<file path="src/uart_rx.sv">
`timescale 1ns/10ps
`default_nettype none

module uart_rx #(
  parameter int CLKS_PER_BIT = 234
) (
  input  logic       sys_clk,
  input  logic       rst_n,
  input  logic       rx,
  output logic [7:0] rx_byte,
  output logic       rx_valid
);

  localparam int BW = $clog2(CLKS_PER_BIT);

  typedef enum logic [1:0] {S_IDLE, S_START, S_DATA, S_STOP} state_t;

  state_t        state;
  logic [1:0]    rx_sync; // line is async to sys_clk
  logic [BW-1:0] clk_cnt;
  logic [2:0]    bit_idx;
  logic [7:0]    shreg;

  assign rx_byte = shreg;

  always_ff @(posedge sys_clk or negedge rst_n) begin
    if (!rst_n) begin
      rx_sync  <= 2'b11;
      state    <= S_IDLE;
      clk_cnt  <= '0;
      bit_idx  <= '0;
      rx_valid <= 1'b0;
    end else begin
      rx_sync  <= {rx_sync[0], rx};
      rx_valid <= 1'b0;
      clk_cnt  <= clk_cnt + 1'b1;
      case (state)
        S_IDLE: begin
          clk_cnt <= '0;
          if (!rx_sync[1]) state <= S_START;
        end
        S_START: if (clk_cnt == BW'(CLKS_PER_BIT / 2 - 1)) begin
          clk_cnt <= '0;
          bit_idx <= '0;
          state   <= rx_sync[1] ? S_IDLE : S_DATA; // glitch, not a start bit
        end
        S_DATA: if (clk_cnt == BW'(CLKS_PER_BIT - 1)) begin
          clk_cnt <= '0;
          bit_idx <= bit_idx + 1'b1;
          if (bit_idx == 3'd7) state <= S_STOP;
        end
        default: if (clk_cnt == BW'(CLKS_PER_BIT - 1)) begin
          rx_valid <= rx_sync[1]; // framing check
          state    <= S_IDLE;
        end
      endcase
    end
  end

  // lsb first, sampled mid-bit
  always_ff @(posedge sys_clk) begin
    if (state == S_DATA && clk_cnt == BW'(CLKS_PER_BIT - 1)) shreg <= {rx_sync[1], shreg[7:1]};
  end

endmodule

`default_nettype wire

</file>
<file path="config.mk">
export PLATFORM = sky130hd
export DESIGN_NAME = uart_rx
export DESIGN_NICKNAME = d
export VERILOG_FILES = /design/src/uart_rx.sv
export SDC_FILE = /design/constraint.sdc
export NUM_CORES = 1
export LEC_CHECK = 0
export BUFFER_PORTS_ARGS = -buffer_cell sky130_fd_sc_hd__buf_2
export CAP_MARGIN = 20
export CORE_MARGIN = 2
export CORE_UTILIZATION = 60
export CTS_CLUSTER_DIAMETER = 120
export DETAILED_ROUTE_END_ITERATION = 8
export GPL_TIMING_DRIVEN = 0
export PLACE_DENSITY = 0.81
export SLEW_MARGIN = 20
export SYNTH_ARGS = -nofsm -noshare
export SYNTH_HDL_FRONTEND = slang
export SYNTH_SLANG_ARGS = --single-unit
</file>
<file path="constraint.sdc">
create_clock -name sys_clk -period 3 [get_ports sys_clk]
set_input_delay 0.15 -clock sys_clk [delete_from_list [all_inputs] [get_ports sys_clk]]
set_output_delay 0.15 -clock sys_clk [all_outputs]
set_load 0.01 [all_outputs]
</file>
==> results.sh <==
export IMPL_setup_tns_final_ns=0
export IMPL_yosys_mux_area_fraction_pct=4.082
export IMPL_synthAdderAreaFrac_pct=5.669
export IMPL_clock_path_buffers=2
export IMPL_reg2reg_depth=5
export IMPL_worstPathMaxFanout=8
export IMPL_drv_slew=0
export IMPL_reg2reg_from="clk_cnt[1]"
export IMPL_critPathKind="reg2reg"
export IMPL_synthTopCellsByCount="dfrtp_1, edfxtp_1, inv_1, ha_1, nand3_1"
export IMPL_synth_top_family_by_area="compound AO/OA/AOI/OAI gates"
export IMPL_postCtsSetupRepairBufs=0
export IMPL_placed_cells=121
export IMPL_floorplan_core_area_mm2=0.001727
export IMPL_cap_violations=0
export IMPL_vias_per_cell=5.953
export IMPL_synth_avg_cell_area_um2=12.98
export IMPL_grt_max_degree=17
export IMPL_synthCells=85
export IMPL_drc=0
export IMPL_grt_usage_pct=20.61
export IMPL_grt_setup_unrepaired="false"
export IMPL_worst_slack_ns=0.9784
export IMPL_ios=12
export IMPL_grt_overflow_total=0
export IMPL_area_growth_pct=14.40
export IMPL_synth_area_mm2=0.001104
export IMPL_yosysMostFrequentCell="dfrtp_1"
export IMPL_timing_final_crit_share_pct=67.39
export IMPL_drt_iter0_markers=19
export IMPL_grt_pass1_vias=702
export IMPL_synth_xor_area_share_pct=2.381
export IMPL_ys_flop_type="dfrtp_1"
export IMPL_ys_seq_elements=24
export IMPL_portBuffers=11
export IMPL_wl_um=1961
export IMPL_instances_no_fill=127
export IMPL_status="finished, final reports clean"
export IMPL_die_w_um=46.89
export IMPL_die_h_um=46.89
export IMPL_cp_data_required_time_ns=2.99
export IMPL_setup_viol=0
export IMPL_nets=111
export IMPL_worst_pin_slew_ns=0.7813
export IMPL_hold_class="in2async"
export IMPL_ys_types=32
export IMPL_reg2reg_slack_ns=0.98
export IMPL_layout_drive_gt1_share_pct=27.45
export IMPL_initial_core_util_pct=63.91
export IMPL_gp_congestion=0.8179
export IMPL_r2r_end="rx_byte[7]"
export IMPL_ant_nets=0
export IMPL_n_antenna_cell=0
export IMPL_cp_start_kind="flop"
export IMPL_clock_sinks=24
export IMPL_drt_pass1_iterations=4
export IMPL_placementRows=15
export IMPL_synth_top_area_share_pct=31.75
export IMPL_grt_pass1_wl_um=3098
export IMPL_cellLeakagePower_nw=0.5367
export IMPL_hpwl_um=1376
export IMPL_ys_warn_count=0
export IMPL_slew_headroom_pct=47.34
export IMPL_synth_nets=93
export IMPL_cts_clk_slew_worst_paths_ns=0.13
export IMPL_hold_viol=0
export IMPL_synth_compound_area_share_pct=13.38
export IMPL_async_flop_share_pct=66.67
export IMPL_cts_tree="yes"
export IMPL_ctsResizeCount=0
export IMPL_synth_edf_count=8
export IMPL_htree_levels=1
export IMPL_cts_root_buf="clkbuf_4"
export IMPL_wl_per_cell_um=15.44
export IMPL_worstSkewPairLatency_ns=0.31
export IMPL_fmax_mhz=494.7
export IMPL_fin_crit_ns=2.022
export IMPL_synth_simple_gate_area_share_pct=13.04
export IMPL_crit_arrival_ns=2.02
export IMPL_cts_buffers=3
export IMPL_vias=756
export IMPL_die_area_mm2=0.002198
export IMPL_ys_seq_area_share_pct=58.28
export IMPL_ir_worst_vdd_mv=0.3218
export IMPL_antenna_found_initial=0
export IMPL_p_per_area_mw_per_mm2=457.0
export IMPL_pre_cts_slack_ns=1.041
export IMPL_synth_top_area_cell="dfrtp_1"
export IMPL_crit_path_end_kind="flop"
export IMPL_synth_area_leaders="dfrtp_1, edfxtp_1, ha_1, dfstp_2, inv_1"
export IMPL_clock_skew_ns=0.006095
==> layout make-up <==
cell class | instances | area, µm²
sequential | 24 | 643.1
buffer | 2 | 8.758
inverter | 7 | 26.28
tap | 25 | 31.28
clock inverter | 1 | 30.03
timing repair buffer | 13 | 75.07
multi-input combinational | 52 | 425.4
fill | 135 | 464.2
clock buffer | 3 | 22.52
==> worst max-delay path by stage <==
stage / from / end / slack [ns] / cells after the start
floorplan: clk_cnt[1] / rx_byte[0] / 1.25 / 5
finish: clk_cnt[1] / rx_byte[7] / 0.98 / 5
CTS: clk_cnt[1] / rx_byte[7] / 1.00 / 5
detailed placement: clk_cnt[1] / rx_byte[0] / 1.04 / 5
global placement: clk_cnt[1] / rx_byte[0] / 1.11 / 5
global route: clk_cnt[1] / rx_byte[0] / 0.87 / 5
==> power breakdown <==
part           switching [mW]  internal [mW]
Clock                  0.0940          0.135
Sequential            0.00112          0.339
Combinational         0.00459        0.00292
==> registers in the layout, summed over array words and instances (netlist names) <==
signal and flops:
bit_idx 3, clk_cnt 8, rx_sync 2, rx_valid 1
state 2, rx_byte 8
==> metal layers <==
layer  share of wire, %  wire, µm  global-route usage (%)
met5                  0         0                       0
met3                5.2       101                   4.615
met4                1.6        31                   8.333
met2                 49       959                   32.88
met1                 44       868                   27.46
==> cells in the final DEF, fill, tap and decap left out, types with 4 or more instances in the layout <==
master	instances
dfrtp_1	14
nand3_1	5
a21oi_1	4
buf_2	12
ha_1	5
edfxtp_1	8
inv_1	7
==> kinds of logic (layout without fill, tap and decap cells) <==
family / Yosys count / after routing
XOR/XNOR: 3 / 3
AO/OA/AOI/OAI: 19 / 19
flip-flops: 24 / 24
adder cells (fa/ha/maj): 5 / 5
multiplexers: 3 / 3
AND/OR/NAND/NOR: 22 / 22
buffers and inverters: 9 / 26
==> critical path, stage by stage (launching register included) <==
cell and delay [ns]:
dfrtp_1 0.44, inv_1 0.10, ha_1 0.16, nand4bb_2 0.22, or3_1 0.48, inv_1 0.31
==> per-stage QoR <==
step | power [mW] | utilization, % | hold slack (ns) | instance area [µm²]
finish | 0.5770 | 73.12 | 0.2553 | 1262
global route | 0.5944 | 73.12 | 0.2814 | 1262
CTS | 0.5799 | 73.12 | 0.2716 | 1262
detailed placement | 0.3526 | 68.91 | 0.07726 | 1190
global placement | 0.3524 | 68.91 | 0.07902 | 1190
floorplan | 0.3469 | - | -0.1456 | 1104
==> what timing repair did <==
item | in CTS | in global routing
endpoints found under the setup margin | 0 | 0
hold endpoints to repair | 15 | 0
hold buffers | 2 | 0
(Power assumes the default switching activity.)
