<file path="config.mk">
export PLATFORM = sky130hd
export DESIGN_NAME = uart_tx
export DESIGN_NICKNAME = d
export VERILOG_FILES = /design/src/uart_tx.sv
export SDC_FILE = /design/constraint.sdc
export NUM_CORES = 1
export LEC_CHECK = 0
export ABC_AREA = 1
export BUFFER_PORTS_ARGS = -buffer_cell sky130_fd_sc_hd__buf_2
export CAP_MARGIN = 30
export CORE_UTILIZATION = 35
export DETAILED_ROUTE_END_ITERATION = 16
export HOLD_SLACK_MARGIN = 0.02
export SYNTH_ARGS = -nofsm -noshare
export SYNTH_HDL_FRONTEND = slang
export SYNTH_SLANG_ARGS = --single-unit
</file>
<file path="constraint.sdc">
create_clock -name sys_clk -period 4.09 [get_ports sys_clk]
set_input_delay 0.818 -clock sys_clk [delete_from_list [all_inputs] [get_ports sys_clk]]
set_output_delay 0.818 -clock sys_clk [all_outputs]
set_load 0.01 [all_outputs]
</file>
<file path="src/uart_tx.sv">
`timescale 1ns/10ps
`default_nettype none

module uart_tx #(
  parameter int CLKS_PER_BIT = 234,
  parameter int TX_DEPTH     = 4
) (
  input  logic       sys_clk,
  input  logic       rst_n,
  input  logic       tx_push,
  input  logic [7:0] tx_byte,
  output logic       tx,
  output logic       credit_return
);

  localparam int PW = (TX_DEPTH > 1) ? $clog2(TX_DEPTH) : 1;
  localparam int CW = $clog2(TX_DEPTH + 1);
  localparam int BW = $clog2(CLKS_PER_BIT);

  logic [7:0]    fifo [TX_DEPTH];
  logic [PW-1:0] wr_ptr, rd_ptr;
  logic [CW-1:0] count;
  logic [9:0]    shreg; // stop, data, start
  logic [BW-1:0] clk_cnt;
  logic [3:0]    bit_cnt;
  logic          busy, load;

  assign load          = !busy && (count != '0);
  assign credit_return = load; // slot freed as byte moves to shifter
  assign tx            = shreg[0];

  always_ff @(posedge sys_clk) begin
    if (tx_push) fifo[wr_ptr] <= tx_byte;
  end

  always_ff @(posedge sys_clk or negedge rst_n) begin
    if (!rst_n) begin
      wr_ptr  <= '0;
      rd_ptr  <= '0;
      count   <= '0;
      shreg   <= '1; // line idles high
      busy    <= 1'b0;
      clk_cnt <= '0;
      bit_cnt <= '0;
    end else begin
      count <= count + CW'(tx_push) - CW'(load);
      if (tx_push) wr_ptr <= (wr_ptr == PW'(TX_DEPTH - 1)) ? '0 : wr_ptr + 1'b1;
      if (load) begin
        rd_ptr  <= (rd_ptr == PW'(TX_DEPTH - 1)) ? '0 : rd_ptr + 1'b1;
        shreg   <= {1'b1, fifo[rd_ptr], 1'b0};
        busy    <= 1'b1;
        clk_cnt <= '0;
        bit_cnt <= '0;
      end else if (busy) begin
        clk_cnt <= clk_cnt + 1'b1;
        if (clk_cnt == BW'(CLKS_PER_BIT - 1)) begin
          clk_cnt <= '0;
          shreg   <= {1'b1, shreg[9:1]};
          bit_cnt <= bit_cnt + 1'b1;
          if (bit_cnt == 4'd9) busy <= 1'b0; // stop bit done
        end
      end
    end
  end

  // holds only if the cpu keeps its credit count honest
  a_no_push_full: assert property (@(posedge sys_clk) disable iff (!rst_n)
    tx_push |-> (count < CW'(TX_DEPTH)))
    else $error("uart_tx: byte pushed into a full fifo");

endmodule

`default_nettype wire
</file>
==> flow_metrics.env <==
export IMPL_cts_max_path_buffers=2
export IMPL_ys_ff_latch=61
export IMPL_finClkSkew_ps=13.36
export IMPL_layout_nets=342
export IMPL_crit_buf_inv=2
export IMPL_synth_edf_count=32
export IMPL_viasPerCell=4.521
export IMPL_p_leak_nw=1.554
export IMPL_crit_fanout=15
export IMPL_initial_core_util_pct=36.85
export IMPL_ir_drop_mv=0.2294
export IMPL_netSwitchingFraction_pct=27.27
export IMPL_grt_pass1_vias=1938
export IMPL_drtPass1Iterations=5
export IMPL_dp_hpwl_um=3304
export IMPL_grt_usage_pct=13.34
export IMPL_antenna_found_initial=0
export IMPL_fillers=740
export IMPL_p_comb_share_pct=11.5
export IMPL_cts_tree="done"
export IMPL_post_cts_resized=0
export IMPL_clock_fmax_mhz=452.4
export IMPL_hp_class="reg -> reg"
export IMPL_p_per_area_nw_per_um2=459.9
export IMPL_critPathLaunchType="register"
export IMPL_routed_top_layer="met4"
export IMPL_synth_top_area_share_pct=33.06
export IMPL_diodes=0
export IMPL_switchingPower_w=0.0004072
export IMPL_grt_pass1_wl_um=8811
export IMPL_worst_pin_slew_ps=665.4
export IMPL_ant_nets=0
export IMPL_post_route_util_pct=41.16
export IMPL_io_buffers=12
export IMPL_cp_required_ps=3270
export IMPL_max_slew_margin_pct=55.64
export IMPL_rsz0062_at_grt="no"
export IMPL_slowest_stage="dfrtp_1"
export IMPL_vias=1926
export IMPL_async_flop_share_pct=47.54
export IMPL_yosysTopAreaCell="edfxtp_1"
export IMPL_drv_slew=0
export IMPL_hold_violations=0
export IMPL_synth_cell_types=30
export IMPL_max_cap_viol_count=0
export IMPL_fin_crit_ps=2210
export IMPL_gp_congestion=0.7213
export IMPL_path_delay_family="flip-flops"
export IMPL_h_tree_depth=3
export IMPL_grt_start_max_net_pins=30
export IMPL_core_um2=7888
export IMPL_synth_fp_nets=325
export IMPL_p_int_w=0.001086
export IMPL_yosysWarnings=0
export IMPL_mappedNetlistArea_um2=2907
export IMPL_die_area_um2=8673
export IMPL_die_y_um=93.13
export IMPL_avgSynthCellArea_um2=9.624
export IMPL_min_period_over_period_pct=54.04
export IMPL_die_x_um=93.13
export IMPL_endpoint_kind="output pin"
export IMPL_drive_above_1_share_pct=14.81
export IMPL_clkPwrFrac_pct=36.7
export IMPL_areaGrowthSynthToFinish_pct=11.71
export IMPL_ys_seq_area_share_pct=58.42
export IMPL_cp_cell_sequence="nor2_2, nand2_1, nand2_4, inv_2, buf_2"
export IMPL_clock_insertion_delay_worst_skew_ps=340
export IMPL_synth_top_flop_cell="edfxtp_1"
export IMPL_clkTransAtPathRegs_ps=70
export IMPL_cts_setup_buffers=0
export IMPL_wl_met2_um=2388
export IMPL_drc=0
export IMPL_worst_endpoint_arrival_ps=1390
export IMPL_ios=13
export IMPL_grt_overflow_total=0
export IMPL_row_count=32
export IMPL_wire_per_inst_um=11.86
export IMPL_wl_met1_um=2380
export IMPL_wl_met3_um=207
export IMPL_syn_inst=302
export IMPL_crit_path_max_incr_delay_ps=410
export IMPL_pwr_share_seq_pct=51.8
export IMPL_fin_setup_tns_ps=0
export IMPL_cts_buffers_inserted=9
export IMPL_ys_top_cells_by_area="edfxtp_1 (33%), dfrtp_1 (17%), nand2_1 (11%)"
export IMPL_cts_root_buf="clkbuf_8"
export IMPL_setup_viol_count_final=0
export IMPL_cts_hold_buf=0
export IMPL_outcome="finished clean"
export IMPL_cts_num_sinks=61
export IMPL_reg2reg_setup_slack_ps=1900
export IMPL_drt_initial_drc_count=82
export IMPL_path_class="reg -> out"
export IMPL_wirelength_um=5054
per-stage QoR:
step / hold WS (ps) / total power [W] / setup WS (ps) / area (um2) / cells
4_1_cts: 465.7 / 0.001518 / 1843 / 3247 / 426
5_1_grt: 479.7 / 0.001574 / 1726 / 3247 / 426
3_3_place_gp: 449.3 / 0.0009509 / 1928 / 3043 / 410
3_5_place_dp: 454.2 / 0.0009637 / 1878 / 3043 / 410
6_report: 463.0 / 0.001493 / 1880 / 3247 / 426
2_1_floorplan: 446.3 / 0.0009024 / 1961 / 2907 / 302
metal layers:
layer  GRT usage [%]  up-vias
li1                -      985
met1           16.05      903
met2           21.45       30
met3           4.878        8
met4           5.769        0
met5               0        -
cells in the mapped netlist, types with 4 or more instances:
| master | count |
|---|---|
| dfrtp_1 | 20 |
| xor2_1 | 4 |
| edfxtp_1 | 32 |
| a21oi_1 | 4 |
| o21ai_0 | 10 |
| nor2_1 | 8 |
| nand2_1 | 85 |
| ha_1 | 11 |
| nand3_1 | 35 |
| inv_1 | 54 |
| dfstp_2 | 9 |
worst paths after layout:
path | from | end | cells past startpoint
max | count[1] | credit_return | 5
min | shreg[0] | shreg[0] | 2
max reg2reg | count[1] | count[2] | 10
min reg2reg | shreg[0] | shreg[0] | 2
max in group asynchronous | rst_n | wr_ptr[0] | 1
min in group asynchronous | rst_n | clk_cnt[7] | 1
state kept, by name, summed over array words and instances, names as in the netlist:
register and cells:
count 3, rd_ptr 2, fifo 32, wr_ptr 2
shreg 9, busy 1, bit_cnt 4, clk_cnt 8
worst reg2reg max path, stage by stage (launching register included):
cell     delay (ps)
dfrtp_1         410
nor2_2          130
nand2_1          90
nand2_4         130
inv_2           130
ha_1            300
inv_1            40
ha_1            180
fa_1            390
xnor2_1         180
xor2_1          150
area by class of cell:
cell class	instances	area, um2	area share (%)
Tap cell	102	127.6	3.931
Sequential cell	61	1698	52.29
Timing Repair Buffer	12	60.06	1.850
Clock inverter	7	80.08	2.466
Multi-Input combinational cell	178	943.4	29.06
Clock buffer	9	123.9	3.815
Inverter	57	214.0	6.590
power groups by stage:
stage                     clock (W)  combinational (W)  sequential (W)
final                      0.000548           0.000172        0.000773
after detailed placement          0           0.000178        0.000786
after CTS                  0.000565           0.000180        0.000774
after global placement            0           0.000169        0.000781
after global routing       0.000588           0.000205        0.000781
after floorplan                   0           0.000126        0.000776
cell families (layout without fill, tap and decap cells):
family,count (synthesis),in the layout,synth area share (%)
simple gates,139,139,21.05
buf+inv,63,85,9.126
flops,61,61,58.42
compound gates,20,20,3.831
fa+ha+maj,12,12,5.424
xor+xnor,6,6,1.808
mux,1,1,0.3444
layout by cell type (no fill, tap or decap), drive strengths merged, types with 2 or more instances in the layout:
cell	netlist	layout
a21oi	4	4
buf	6	12
clkbuf	0	9
clkinv	1	2
clkinvlp	0	2
dfrtp	20	20
dfstp	9	9
edfxtp	32	32
ha	11	11
inv	56	59
nand2	90	90
nand3	36	36
nor2	10	10
o21ai	10	10
o21bai	2	2
o22ai	3	3
or2	2	2
xnor2	2	2
xor2	4	4
Note: power is estimated with default switching activity, not from simulation.
