==> config.mk <==
export PLATFORM = sky130hd
export DESIGN_NAME = prog_loader
export DESIGN_NICKNAME = d
export VERILOG_FILES = /design/src/board_pkg.sv /design/src/prog_loader.sv
export SDC_FILE = /design/constraint.sdc
export NUM_CORES = 1
export LEC_CHECK = 0
export BUFFER_PORTS_ARGS = -buffer_cell sky130_fd_sc_hd__buf_4
export CORE_MARGIN = 4
export CORE_UTILIZATION = 52
export DETAILED_ROUTE_END_ITERATION = 7
export GPL_TIMING_DRIVEN = 0
export PLACE_DENSITY = 0.82
export SLEW_MARGIN = 20
export SYNTH_ARGS = -nofsm -noshare
export SYNTH_HDL_FRONTEND = slang
export SYNTH_SLANG_ARGS = --single-unit
==> constraint.sdc <==
create_clock -name sys_clk -period 2.9 [get_ports sys_clk]
set_clock_uncertainty 0.1 [all_clocks]
set_input_delay 0.435 -clock sys_clk [delete_from_list [all_inputs] [get_ports sys_clk]]
set_output_delay 0.435 -clock sys_clk [all_outputs]
set_load 0.01 [all_outputs]
==> src/board_pkg.sv <==
`default_nettype none

package board_pkg;

  typedef logic [15:0] word_t;
  typedef logic [9:0]  prog_addr_t; // also the pc
  typedef logic [7:0]  data_addr_t;

  // two ff bytes close a program load
  localparam word_t LOAD_END_WORD = 16'hffff;

  // store here goes out on the uart
  localparam data_addr_t TX_PORT_ADDR = 8'd1;

endpackage

`default_nettype wire

==> src/prog_loader.sv <==
`timescale 1ns/10ps
`default_nettype none

module prog_loader (
  input  logic                  sys_clk,
  input  logic                  rst_n,
  input  logic                  rx_valid,
  input  logic [7:0]            rx_byte,
  output logic                  wr_en,
  output board_pkg::prog_addr_t wr_addr,
  output board_pkg::word_t      wr_data,
  output logic                  run
);

  logic             phase;   // 1 while waiting for the low byte
  board_pkg::word_t byte_sr; // last two bytes
  board_pkg::word_t joined;
  logic             low_done, end_word;

  assign joined   = {byte_sr[7:0], rx_byte};
  assign low_done = rx_valid && phase;
  assign end_word = (joined == board_pkg::LOAD_END_WORD);
  assign wr_data  = byte_sr; // holds {hi, lo} during the wr_en cycle

  always_ff @(posedge sys_clk) begin
    if (rx_valid) byte_sr <= joined;
  end

  always_ff @(posedge sys_clk or negedge rst_n) begin
    if (!rst_n) begin
      phase   <= 1'b0;
      wr_en   <= 1'b0;
      wr_addr <= '0;
      run     <= 1'b0;
    end else begin
      wr_en <= low_done && !end_word;
      if (rx_valid) phase <= !phase;
      if (wr_en) wr_addr <= wr_addr + 1'b1;
      else if (low_done && end_word) wr_addr <= '0;
      if (rx_valid && run) run <= 1'b0; // new load begins
      else if (low_done && end_word) run <= 1'b1;
    end
  end

  // end word starts the cpu from address 0 and is never written
  a_no_end_write: assert property (@(posedge sys_clk) disable iff (!rst_n)
    (low_done && end_word) |=> (!wr_en && run && wr_addr == '0))
    else $error("prog_loader: end word was written or did not start the cpu");

endmodule

`default_nettype wire

==> impl_metrics.prom, run 1 <==
# TYPE chip_impl_metric gauge
chip_impl_info{name="outcome",value="completed"} 1
chip_impl_metric{name="postCtsSetupBuffers",unit=""} 0
chip_impl_metric{name="die_area",unit="um2"} 3011
chip_impl_metric{name="hpwlAfterDp",unit="um"} 1868
chip_impl_metric{name="clk_latency",unit="ns"} 0.33
chip_impl_metric{name="antenna_cells_inserted",unit=""} 0
chip_impl_metric{name="largest_net_degree_at_the_start_of_global_routing",unit=""} 23
chip_impl_info{name="synth_top_family_by_area",value="simple AND/OR/NAND/NOR gates"} 1
chip_impl_metric{name="crit_arrival",unit="ns"} 1.90
chip_impl_metric{name="synth_adder_area_share",unit="%"} 1.095
chip_impl_metric{name="aggregate_global_routing_overflow",unit=""} 0
chip_impl_metric{name="timing_worst_slew_pin_value",unit="ns"} 0.3491
chip_impl_info{name="cpMaxStageDelayCell",value="dfrtp_1"} 1
chip_impl_metric{name="fillCellCount",unit=""} 140
chip_impl_metric{name="synth_compound_area_share",unit="%"} 8.543
chip_impl_metric{name="hold-worst-slack",unit="ns"} 0.1857
chip_impl_metric{name="vias",unit=""} 832
chip_impl_metric{name="max-cap-violations",unit=""} 0
chip_impl_metric{name="cts_hold_buffers",unit=""} 1
chip_impl_metric{name="slowest_delay",unit="ns"} 0.44
chip_impl_metric{name="drt-initial-drc-count",unit=""} 17
chip_impl_metric{name="first_pass_iters",unit=""} 4
chip_impl_metric{name="overall_die_height",unit="um"} 54.87
chip_impl_metric{name="via_count_of_the_first_global_routing_pass",unit=""} 836
chip_impl_metric{name="synthesis.nets",unit=""} 90
chip_impl_metric{name="row_count",unit=""} 16
chip_impl_metric{name="avgViaCountPerCell",unit=""} 5.474
chip_impl_metric{name="cts.reportedPaths.clkPinSlew",unit="ns"} 0.10
chip_impl_metric{name="clkSinkCount",unit=""} 29
chip_impl_metric{name="initial_core_util",unit="%"} 56.50
chip_impl_metric{name="cp.buffers_inverters",unit=""} 0
chip_impl_metric{name="hold_viol",unit=""} 0
chip_impl_info{name="crit_chain",value="ha_1, nand3_1, or2_2, and3_1, a311o_1"} 1
chip_impl_info{name="grt_setup_unrepaired",value="false"} 1
chip_impl_info{name="critical_path_class",value="reg -> reg"} 1
chip_impl_metric{name="setup_viol",unit=""} 0
chip_impl_metric{name="yosysSeqAreaShare",unit="%"} 70.54
chip_impl_metric{name="post_drt_wl_per_cell",unit="um"} 16.32
chip_impl_metric{name="final_period_minus_worst_setup_slack",unit="ns"} 1.787
chip_impl_info{name="cts_tree",value="yes"} 1
chip_impl_metric{name="power_density",unit="nW/um2"} 784.0
chip_impl_metric{name="stdcell_area",unit="um2"} 1526
chip_impl_info{name="root_buffer_master",value="clkbuf_4"} 1
chip_impl_metric{name="max-slew-margin-rel",unit="%"} 76.51
chip_impl_metric{name="number_of_buffers_inserted_during_clock_tree_synthesis",unit=""} 5
chip_impl_metric{name="design.final.nets",unit=""} 136
chip_impl_metric{name="post_synth_and_or_nand_nor_area_fraction",unit="%"} 13.91
chip_impl_info{name="worstHoldPathType",value="in -> reg"} 1
chip_impl_info{name="mostFrequentLayoutCells",value="buf_4 (38), edfxtp_1 (16), dfrtp_1 (13)"} 1
chip_impl_metric{name="die_x",unit="um"} 54.87
chip_impl_metric{name="drc_errors",unit=""} 0
chip_impl_metric{name="maximum_clock_frequency",unit="MHz"} 559.6
chip_impl_info{name="critPathCaptureType",value="flop"} 1
chip_impl_metric{name="core_area",unit="um2"} 2022
chip_impl_metric{name="cts_max_path_buffers",unit=""} 2
chip_impl_metric{name="cts_htree_levels",unit=""} 2
chip_impl_metric{name="ant_nets",unit=""} 0
chip_impl_metric{name="finalMaxSlewViolations",unit=""} 0
chip_impl_metric{name="total_negative_setup_slack",unit="ns"} 0
chip_impl_info{name="worstSetupStartpointType",value="flop"} 1
chip_impl_metric{name="grt.total_usage",unit="%"} 19.61
chip_impl_metric{name="port_buffers",unit=""} 38
chip_impl_metric{name="synthesis.area",unit="um2"} 1142
chip_impl_metric{name="xor_xnor_fraction_of_synth_area",unit="%"} 1.533
chip_impl_metric{name="syn-mean-instance-area",unit="um2"} 14.65
chip_impl_metric{name="synth.lib_cells_used.distinct",unit=""} 28
chip_impl_metric{name="routability_congestion_estimate_from_global_placement",unit=""} 0.7966
chip_impl_info{name="layout.cells.most_common",value="buf_4"} 1
chip_impl_metric{name="syn_inst",unit=""} 78
chip_impl_info{name="path_delay_family",value="simple AND/OR/NAND/NOR gates"} 1
chip_impl_metric{name="synth-warning-count",unit=""} 0
chip_impl_metric{name="total_leakage_power",unit="uW"} 0.0006277
chip_impl_metric{name="area_delta_synth_final",unit="%"} 33.63
chip_impl_metric{name="critical_path_required",unit="ns"} 3.01
chip_impl_metric{name="number_of_antenna_violations_at_the_first_check_in_global_routing",unit=""} 0
chip_impl_metric{name="critical_path.max_fanout",unit=""} 4
chip_impl_metric{name="yosys_register_bits",unit=""} 29
chip_impl_metric{name="irDropWorstVdd",unit="uV"} 581.7
chip_impl_metric{name="grt_pass1_wl",unit="um"} 3870
chip_impl_metric{name="cts_repair_resize_count",unit=""} 0
chip_impl_metric{name="finalWirelength",unit="um"} 2481
chip_impl_metric{name="io_pins",unit=""} 39
chip_impl_metric{name="muxShareOfSynthArea",unit="%"} 2.738
chip_impl_metric{name="final_period_utilization",unit="%"} 61.63
chip_impl_metric{name="placement.cell_area",unit="um2"} 1461
chip_impl_metric{name="fraction_of_final_layout_cells_sized_beyond_drive_strength_1",unit="%"} 40.80
## metrics by stage
step / cells / setup slack, ns / util, % / power (uW)
detailed placement: 143 / 0.9892 / 72.28 / 972.3
finish: 152 / 1.113 / 75.50 / 1197
CTS: 152 / 1.108 / 75.50 / 1208
global route: 152 / 0.9994 / 75.50 / 1278
floorplan: 78 / 1.200 / - / 785.0
global placement: 143 / 1.011 / 72.28 / 951.4
## final timing paths
kind / startpoint / to / slack (ns) / depth (start not counted)
max: wr_addr[1] / wr_addr[6] / 1.11 / 5
min: rx_byte[0] / wr_data[0] / 0.19 / 1
max reg2reg: wr_addr[1] / wr_addr[6] / 1.11 / 5
min reg2reg: wr_data[1] / wr_data[9] / 0.38 / 0
max in group asynchronous: rst_n / wr_addr[2] / 2.15 / 2
min in group asynchronous: rst_n / run / 0.37 / 2
## Yosys cell counts
cell,number,area share [%]
inv_1,1,0.33
or3_4,1,0.99
nand3_1,3,1.3
nand4_1,5,2.7
clkbuf_1,1,0.33
buf_6,1,0.99
dfrtp_1,13,28
o211ai_1,3,2.0
ha_1,1,1.1
xnor2_1,1,0.77
nand2_1,5,1.6
a22o_1,1,0.77
or4_1,1,0.66
and3_1,2,1.1
nor2_1,3,0.99
xor2_1,1,0.77
mux2_2,1,0.99
o21ai_0,6,2.6
or2_2,1,0.55
a311o_1,2,1.8
nand4_4,1,1.9
mux2i_1,2,1.8
or3_1,1,0.55
nor3_1,1,0.44
edfxtp_1,16,42
o311a_1,1,0.88
a31oi_1,1,0.55
nor4_1,2,1.1
## area by class of cell
cell class	instances	area (um2)	area share [%]
Buffer	2	15.01	0.9836
Clock buffer	5	37.54	2.459
Clock inverter	3	17.52	1.148
Inverter	1	3.754	0.2459
Multi-Input combinational cell	46	317.8	20.82
Sequential cell	29	805.8	52.79
Tap cell	27	33.78	2.213
Timing Repair Buffer	39	295.3	19.34
## power by group
group          internal [uW]  leakage, uW  switching, uW
registers                523     0.000310            103
logic                    176     0.000287            162
clock network           91.3    0.0000310            142
## layer usage
| layer | GRT usage, % | part of all wire [%] |
|---|---|---|
| met5 | 0 | 0 |
| met4 | 12.86 | 2.3 |
| met3 | 6.540 | 5.1 |
| met2 | 30.91 | 51 |
| met1 | 22.50 | 42 |
## state kept, by name (all words and copies together), names as in the netlist
signal	count
phase	1
run	1
wr_addr	10
wr_data	16
wr_en	1
## kinds of logic (layout without fill, tap and decap cells)
group                    Yosys count  in the layout
flip-flops                        29             29
AND/OR/NAND/NOR                   26             26
AO/OA/AOI/OAI                     14             14
multiplexers                       3              3
buffers and inverters              3             50
XOR/XNOR                           2              2
adder cells (fa/ha/maj)            1              1
Power figures use the tool's default switching activity.
==> run 2: changes to the inputs <==
--- a/config.mk
+++ b/config.mk
@@ -7,10 +7,10 @@
 export LEC_CHECK = 0
 export BUFFER_PORTS_ARGS = -buffer_cell sky130_fd_sc_hd__buf_4
 export CORE_MARGIN = 4
-export CORE_UTILIZATION = 52
+export CORE_UTILIZATION = 48
 export DETAILED_ROUTE_END_ITERATION = 7
 export GPL_TIMING_DRIVEN = 0
-export PLACE_DENSITY = 0.82
+export PLACE_DENSITY = 0.77
 export SLEW_MARGIN = 20
 export SYNTH_ARGS = -nofsm -noshare
 export SYNTH_HDL_FRONTEND = slang
==> constraint.sdc (replaced) <==
create_clock -name sys_clk -period 1.8 [get_ports sys_clk]
set_clock_uncertainty 0.1 [all_clocks]
set_input_delay 0.27 -clock sys_clk [delete_from_list [all_inputs] [get_ports sys_clk]]
set_output_delay 0.27 -clock sys_clk [all_outputs]
set_load 0.01 [all_outputs]
==> run 2 against run 1 <==
Compared with the run above: utilization fell by 5.5 points; sequential cell count did not move; critical endpoint is now wr_addr[3]; first-iteration DRC count fell by 47%; die area rose by 7.1%; global-route usage fell by 3.3 points.
==> impl_metrics.prom, run 2 (same netlist as run 1, synthesis figures left out) <==
# TYPE chip_impl_metric gauge
chip_impl_metric{name="fin_ws",unit="ns"} 0.04832
chip_impl_metric{name="routability_congestion_estimate_from_global_placement",unit=""} 0.7512
chip_impl_metric{name="vias",unit=""} 843
chip_impl_metric{name="row_count",unit=""} 17
chip_impl_metric{name="port_buffers",unit=""} 38
chip_impl_info{name="worstHoldPathType",value="in -> reg"} 1
chip_impl_info{name="outcome",value="completed"} 1
chip_impl_metric{name="layout.area.seq",unit="um2"} 805.8
chip_impl_metric{name="post_drt_wl_per_cell",unit="um"} 15.35
chip_impl_metric{name="grt_pass1_wl",unit="um"} 3857
chip_impl_metric{name="preCtsSetupSlack",unit="ns"} 0.01568
chip_impl_metric{name="first_pass_iters",unit=""} 3
chip_impl_metric{name="critical_path_required",unit="ns"} 1.90
chip_impl_metric{name="number_of_antenna_violations_at_the_first_check_in_global_routing",unit=""} 0
chip_impl_metric{name="fraction_of_final_layout_cells_sized_beyond_drive_strength_1",unit="%"} 41.73
chip_impl_metric{name="setup_viol",unit=""} 0
chip_impl_metric{name="hpwlAfterDp",unit="um"} 1798
chip_impl_metric{name="layout.core_utilization",unit="%"} 70.03
chip_impl_info{name="worstSetupStartpointType",value="flop"} 1
chip_impl_metric{name="largest_net_degree_at_the_start_of_global_routing",unit=""} 23
chip_impl_metric{name="power_density",unit="nW/um2"} 1267
chip_impl_metric{name="irDropWorstVdd",unit="uV"} 860.1
chip_impl_metric{name="drc_errors",unit=""} 0
chip_impl_metric{name="timing_worst_slew_pin_value",unit="ns"} 0.3643
chip_impl_metric{name="antenna_cells_inserted",unit=""} 0
chip_impl_metric{name="dpl.cell_count",unit=""} 144
chip_impl_metric{name="hold-worst-slack",unit="ns"} 0.03176
chip_impl_metric{name="max-slew-margin-rel",unit="%"} 75.49
chip_impl_metric{name="cts_htree_levels",unit=""} 2
chip_impl_metric{name="design.final.nets",unit=""} 138
chip_impl_metric{name="aggregate_global_routing_overflow",unit=""} 0
chip_impl_info{name="layout.cells.most_common",value="buf_4"} 1
chip_impl_metric{name="power",unit="uW"} 1982
chip_impl_metric{name="total_leakage_power",unit="uW"} 0.0006504
chip_impl_metric{name="critical_path.max_fanout",unit=""} 6
chip_impl_metric{name="finalNonFillerCells",unit=""} 155
chip_impl_metric{name="core_area",unit="um2"} 2233
chip_impl_metric{name="max-cap-violations",unit=""} 0
chip_impl_metric{name="initial_core_util",unit="%"} 51.15
chip_impl_metric{name="avgViaCountPerCell",unit=""} 5.439
chip_impl_metric{name="final_period_utilization",unit="%"} 97.32
chip_impl_metric{name="fillCellCount",unit=""} 163
chip_impl_info{name="crit_chain",value="nand4_1, or4_1, o211ai_1, o21ai_0"} 1
chip_impl_info{name="critical_path_class",value="reg -> reg"} 1
chip_impl_metric{name="cts.reportedPaths.clkPinSlew",unit="ns"} 0.09
chip_impl_metric{name="multi_input_comb_area",unit="um2"} 317.8
chip_impl_metric{name="grt.total_usage",unit="%"} 16.29
chip_impl_info{name="root_buffer_master",value="clkbuf_4"} 1
chip_impl_info{name="cts_tree",value="yes"} 1
chip_impl_metric{name="number_of_buffers_inserted_during_clock_tree_synthesis",unit=""} 5
chip_impl_metric{name="die_x",unit="um"} 56.79
chip_impl_metric{name="cts_max_path_buffers",unit=""} 2
chip_impl_metric{name="ant_nets",unit=""} 0
chip_impl_metric{name="drt-initial-drc-count",unit=""} 9
chip_impl_info{name="mostFrequentLayoutCells",value="buf_4 (40), edfxtp_1 (16), dfrtp_1 (13)"} 1
chip_impl_metric{name="io_pins",unit=""} 39
chip_impl_metric{name="finalMaxSlewViolations",unit=""} 0
chip_impl_info{name="grt_setup_unrepaired",value="true"} 1
chip_impl_metric{name="clkSinkCount",unit=""} 29
chip_impl_metric{name="overall_die_height",unit="um"} 56.79
chip_impl_info{name="critPathCaptureType",value="flop"} 1
chip_impl_metric{name="finalWirelength",unit="um"} 2379
chip_impl_metric{name="area_delta_synth_final",unit="%"} 36.91
chip_impl_metric{name="slowest_delay",unit="ns"} 0.67
chip_impl_metric{name="hold_viol",unit=""} 0
chip_impl_metric{name="crit_arrival",unit="ns"} 1.85
chip_impl_metric{name="clk_latency",unit="ns"} 0.32
chip_impl_info{name="cpMaxStageDelayCell",value="or4_1"} 1
chip_impl_metric{name="die_area",unit="um2"} 3225
chip_impl_metric{name="final_period_minus_worst_setup_slack",unit="ns"} 1.752
chip_impl_metric{name="via_count_of_the_first_global_routing_pass",unit=""} 795
chip_impl_metric{name="maximum_clock_frequency",unit="MHz"} 570.9
chip_impl_metric{name="largest_reg_flops",unit=""} 16
## run 2: timing repair
item                       4_1_cts  5_1_grt
setup buffers                    0        2
setup endpoints to repair        0        7
gates resized for setup          0        1
hold buffers                     1        1
hold endpoints to repair        13        1
## run 2: power breakdown
| part | internal [uW] | total (uW) | leakage, uW | switching [uW] |
|---|---|---|---|---|
| clock | 226 | 439 | 0.0000413 | 213 |
| sequential | 843 | 1010 | 0.000310 | 163 |
| combinational | 288 | 537 | 0.000300 | 249 |
## run 2: worst max-delay path, delay by kind of cell (launching register included)
kind	cells	cell delay [ns]
flip-flops	1	0.39
AND/OR/NAND/NOR	2	0.81
AO/OA/AOI/OAI	2	0.33
## run 2: cell type report
type | instances | share of cell area (%)
flip-flops and latches | 29 | 51.52
repair buffers | 42 | 20.48
multi-input cells | 46 | 20.32
clock buffers | 7 | 4.160
well taps | 28 | 2.240
plain buffers | 1 | 0.7200
clock inverters | 1 | 0.3200
inverters | 1 | 0.2400
## run 2: stage by stage
| step | setup TNS, ns | area (um2) |
|---|---|---|
| 2_1_floorplan | 0 | 1142 |
| 3_3_place_gp | 0 | 1463 |
| 5_1_grt | -0.1425 | 1564 |
| 3_5_place_dp | 0 | 1463 |
| 6_report | 0 | 1564 |
| 4_1_cts | 0 | 1543 |
## run 2: final timing paths
kind | from | endpoint | slack [ns] | cells past startpoint
worst min-delay path | rx_byte[1] | wr_data[1] | 0.03 | 1
worst max-delay path | wr_data[6] | wr_addr[3] | 0.05 | 4
min in group asynchronous | rst_n | wr_addr[8] | 0.23 | 2
max in group asynchronous | rst_n | wr_addr[0] | 1.20 | 2
worst max register to register | wr_data[6] | wr_addr[3] | 0.05 | 4
worst min register to register | run | run | 0.39 | 1
## run 2: metal layers
metal / vias to the layer above / global-route usage, % / part of all wire [%]
met5: - / 0 / 0
met4: 0 / 6.954 / 1.9
met3: 6 / 7.126 / 4.9
met2: 18 / 25.74 / 52
met1: 410 / 19.23 / 41
li1: 409 / - / -
==> run 3: changes to the inputs <==
--- a/config.mk
+++ b/config.mk
@@ -9,7 +9,7 @@
 export CORE_MARGIN = 4
 export CORE_UTILIZATION = 48
 export DETAILED_ROUTE_END_ITERATION = 7
-export GPL_TIMING_DRIVEN = 0
+export GPL_TIMING_DRIVEN = 1
 export PLACE_DENSITY = 0.77
 export SLEW_MARGIN = 20
 export SYNTH_ARGS = -nofsm -noshare
==> run 3 against run 2 <==
Compared with the run above: sequential share of layout area down 0.25 points; via count up 0.95%; utilization up 0.56 points; register-to-register slack better by 0.06 ns.
==> impl_metrics.prom, run 3 (same netlist as run 1, synthesis figures left out) <==
# TYPE chip_impl_metric gauge
chip_impl_info{name="outcome",value="completed"} 1
chip_impl_metric{name="crit_arrival",unit="ns"} 1.80
chip_impl_info{name="timing.critical_path.to",value="wr_addr[6]"} 1
chip_impl_metric{name="area_delta_synth_final",unit="%"} 38.01
chip_impl_metric{name="max-slew-margin-rel",unit="%"} 79.49
chip_impl_metric{name="die_x",unit="um"} 56.79
chip_impl_metric{name="overall_die_height",unit="um"} 56.79
chip_impl_metric{name="drc_errors",unit=""} 0
chip_impl_metric{name="vias",unit=""} 851
chip_impl_metric{name="largest_net_degree_at_the_start_of_global_routing",unit=""} 23
chip_impl_metric{name="largest_reg_flops",unit=""} 16
chip_impl_metric{name="preCtsSetupSlack",unit="ns"} 0.02077
chip_impl_metric{name="via_count_of_the_first_global_routing_pass",unit=""} 857
chip_impl_metric{name="cts_htree_levels",unit=""} 2
chip_impl_metric{name="grt_pass1_wl",unit="um"} 4071
chip_impl_metric{name="avgViaCountPerCell",unit=""} 5.490
chip_impl_metric{name="routability_congestion_estimate_from_global_placement",unit=""} 0.7260
chip_impl_metric{name="critical_path_required",unit="ns"} 1.91
chip_impl_info{name="mostFrequentLayoutCells",value="buf_4 (42), edfxtp_1 (16), dfrtp_1 (11)"} 1
chip_impl_info{name="root_buffer_master",value="clkbuf_4"} 1
chip_impl_metric{name="irDropWorstVdd",unit="uV"} 1278
chip_impl_metric{name="maximum_clock_frequency",unit="MHz"} 591.8
chip_impl_metric{name="power_density",unit="nW/um2"} 1321
chip_impl_info{name="worst_r2r_start",value="wr_addr[1]"} 1
chip_impl_metric{name="aggregate_global_routing_overflow",unit=""} 0
chip_impl_metric{name="clkSinkCount",unit=""} 29
chip_impl_metric{name="total_leakage_power",unit="uW"} 0.0006507
chip_impl_info{name="grt_setup_unrepaired",value="false"} 1
chip_impl_metric{name="fillCellCount",unit=""} 166
chip_impl_metric{name="switching_share_of_power",unit="%"} 31.08
chip_impl_info{name="layout.cells.most_common",value="buf_4"} 1
chip_impl_metric{name="netSwitchingPower",unit="uW"} 647.2
chip_impl_metric{name="final_period_utilization",unit="%"} 93.87
chip_impl_metric{name="worst_r2r_path_depth",unit=""} 5
chip_impl_metric{name="fin_ws",unit="ns"} 0.1103
chip_impl_metric{name="power_frac_clock",unit="%"} 24.4
chip_impl_info{name="crit_path_start",value="wr_addr[1]"} 1
chip_impl_metric{name="hpwlAfterDp",unit="um"} 1883
chip_impl_info{name="cts_tree",value="yes"} 1
chip_impl_metric{name="initial_core_util",unit="%"} 51.15
chip_impl_metric{name="p_int",unit="uW"} 1435
chip_impl_metric{name="max-cap-violations",unit=""} 0
chip_impl_metric{name="setup_viol",unit=""} 0
chip_impl_metric{name="number_of_antenna_violations_at_the_first_check_in_global_routing",unit=""} 0
chip_impl_metric{name="share_comb_of_total_power",unit="%"} 27.2
chip_impl_metric{name="core_area",unit="um2"} 2233
chip_impl_metric{name="ant_nets",unit=""} 0
chip_impl_metric{name="die_area",unit="um2"} 3225
chip_impl_info{name="worstSetupStartpointType",value="flop"} 1
chip_impl_metric{name="clk_latency",unit="ns"} 0.32
chip_impl_metric{name="port_buffers",unit=""} 38
chip_impl_metric{name="finalWirelength",unit="um"} 2491
chip_impl_info{name="worstHoldPathType",value="in -> reg"} 1
chip_impl_metric{name="final_period_minus_worst_setup_slack",unit="ns"} 1.690
chip_impl_metric{name="fraction_of_final_layout_cells_sized_beyond_drive_strength_1",unit="%"} 44.88
chip_impl_info{name="critical_path_class",value="reg -> reg"} 1
chip_impl_metric{name="first_pass_iters",unit=""} 4
chip_impl_metric{name="critical_path.max_fanout",unit=""} 4
chip_impl_metric{name="finalNonFillerCells",unit=""} 155
chip_impl_metric{name="design.final.nets",unit=""} 138
chip_impl_metric{name="row_count",unit=""} 17
chip_impl_metric{name="dpl.cell_count",unit=""} 143
chip_impl_metric{name="cts.reportedPaths.clkPinSlew",unit="ns"} 0.09
chip_impl_metric{name="timing_worst_slew_pin_value",unit="ns"} 0.3051
chip_impl_info{name="crit-reg2reg-capture",value="wr_addr[6]"} 1
chip_impl_metric{name="sequentialPowerShare",unit="%"} 48.4
chip_impl_metric{name="layout.core_utilization",unit="%"} 70.59
chip_impl_metric{name="total_negative_setup_slack",unit="ns"} 0
chip_impl_info{name="critPathCaptureType",value="flop"} 1
chip_impl_metric{name="reg2reg_setup_slack",unit="ns"} 0.11
chip_impl_metric{name="post_drt_wl_per_cell",unit="um"} 16.07
chip_impl_metric{name="cts_max_path_buffers",unit=""} 2
chip_impl_metric{name="finalMaxSlewViolations",unit=""} 0
chip_impl_metric{name="drt-initial-drc-count",unit=""} 14
chip_impl_metric{name="number_of_buffers_inserted_during_clock_tree_synthesis",unit=""} 5
chip_impl_metric{name="grt.total_usage",unit="%"} 16.88
chip_impl_metric{name="hold_viol",unit=""} 0
chip_impl_metric{name="antenna_cells_inserted",unit=""} 0
chip_impl_metric{name="io_pins",unit=""} 39
==> run 3: layout make-up <==
type	count	area (um2)	area share, %
Clock inverter	2	35.03	2.222
Inverter	1	3.754	0.2381
Multi-Input combinational cell	46	327.8	20.79
Tap cell	28	35.03	2.222
Timing Repair Buffer	43	325.3	20.63
Sequential cell	29	808.3	51.27
Clock buffer	6	41.29	2.619
==> run 3: through the flow <==
stage	hold WS (ns)	total power [uW]	cell area (um2)
6_report	0.02882	2082	1577
2_1_floorplan	-0.1256	1265	1142
3_5_place_dp	0.02770	1563	1455
5_1_grt	0.01047	2208	1577
3_3_place_gp	0.02210	1539	1455
4_1_cts	0.01384	2079	1541
==> run 3: timing repair <==
| action | CTS | global route |
|---|---|---|
| hold buffers | 1 | 0 |
| hold endpoints to repair | 13 | 0 |
| gates resized for setup | 0 | 4 |
| setup endpoints to repair | 0 | 8 |
| buffers inserted | 0 | 3 |
==> run 3: worst min-delay path by stage <==
stage / start / endpoint / slack, ns / depth (start not counted)
after global placement: rst_n / wr_addr[9] / 0.02 / 1
after floorplan: rst_n / phase / -0.13 / 0
after global routing: rx_byte[2] / wr_data[2] / 0.01 / 1
final: rx_byte[0] / wr_data[0] / 0.03 / 1
after detailed placement: rst_n / wr_addr[9] / 0.03 / 1
after CTS: rx_byte[2] / wr_data[2] / 0.01 / 1
==> run 3: critical path, cell delays in order (launching register included) <==
cell     delay, ns
dfrtp_2       0.41
ha_1          0.21
nand3_1       0.10
or2_2         0.31
and3_1        0.19
a311o_1       0.27
==> run 3: power by group through the flow <==
| stage | Clock (uW) | Combinational [uW] | Sequential (uW) |
|---|---|---|---|
| CTS | 524 | 539 | 1020 |
| global placement | 0 | 520 | 1020 |
| floorplan | 0 | 211 | 1050 |
| detailed placement | 0 | 533 | 1030 |
| global route | 548 | 628 | 1030 |
| finish | 508 | 566 | 1010 |
==> run 3: routing by layer <==
metal | track usage (%) | share of wire, % | up-vias
li1 | - | - | 401
met3 | 5.747 | 5.6 | 7
met5 | 0 | 0 | -
met2 | 28.55 | 55 | 24
met4 | 7.947 | 1.7 | 0
met1 | 18.96 | 38 | 419
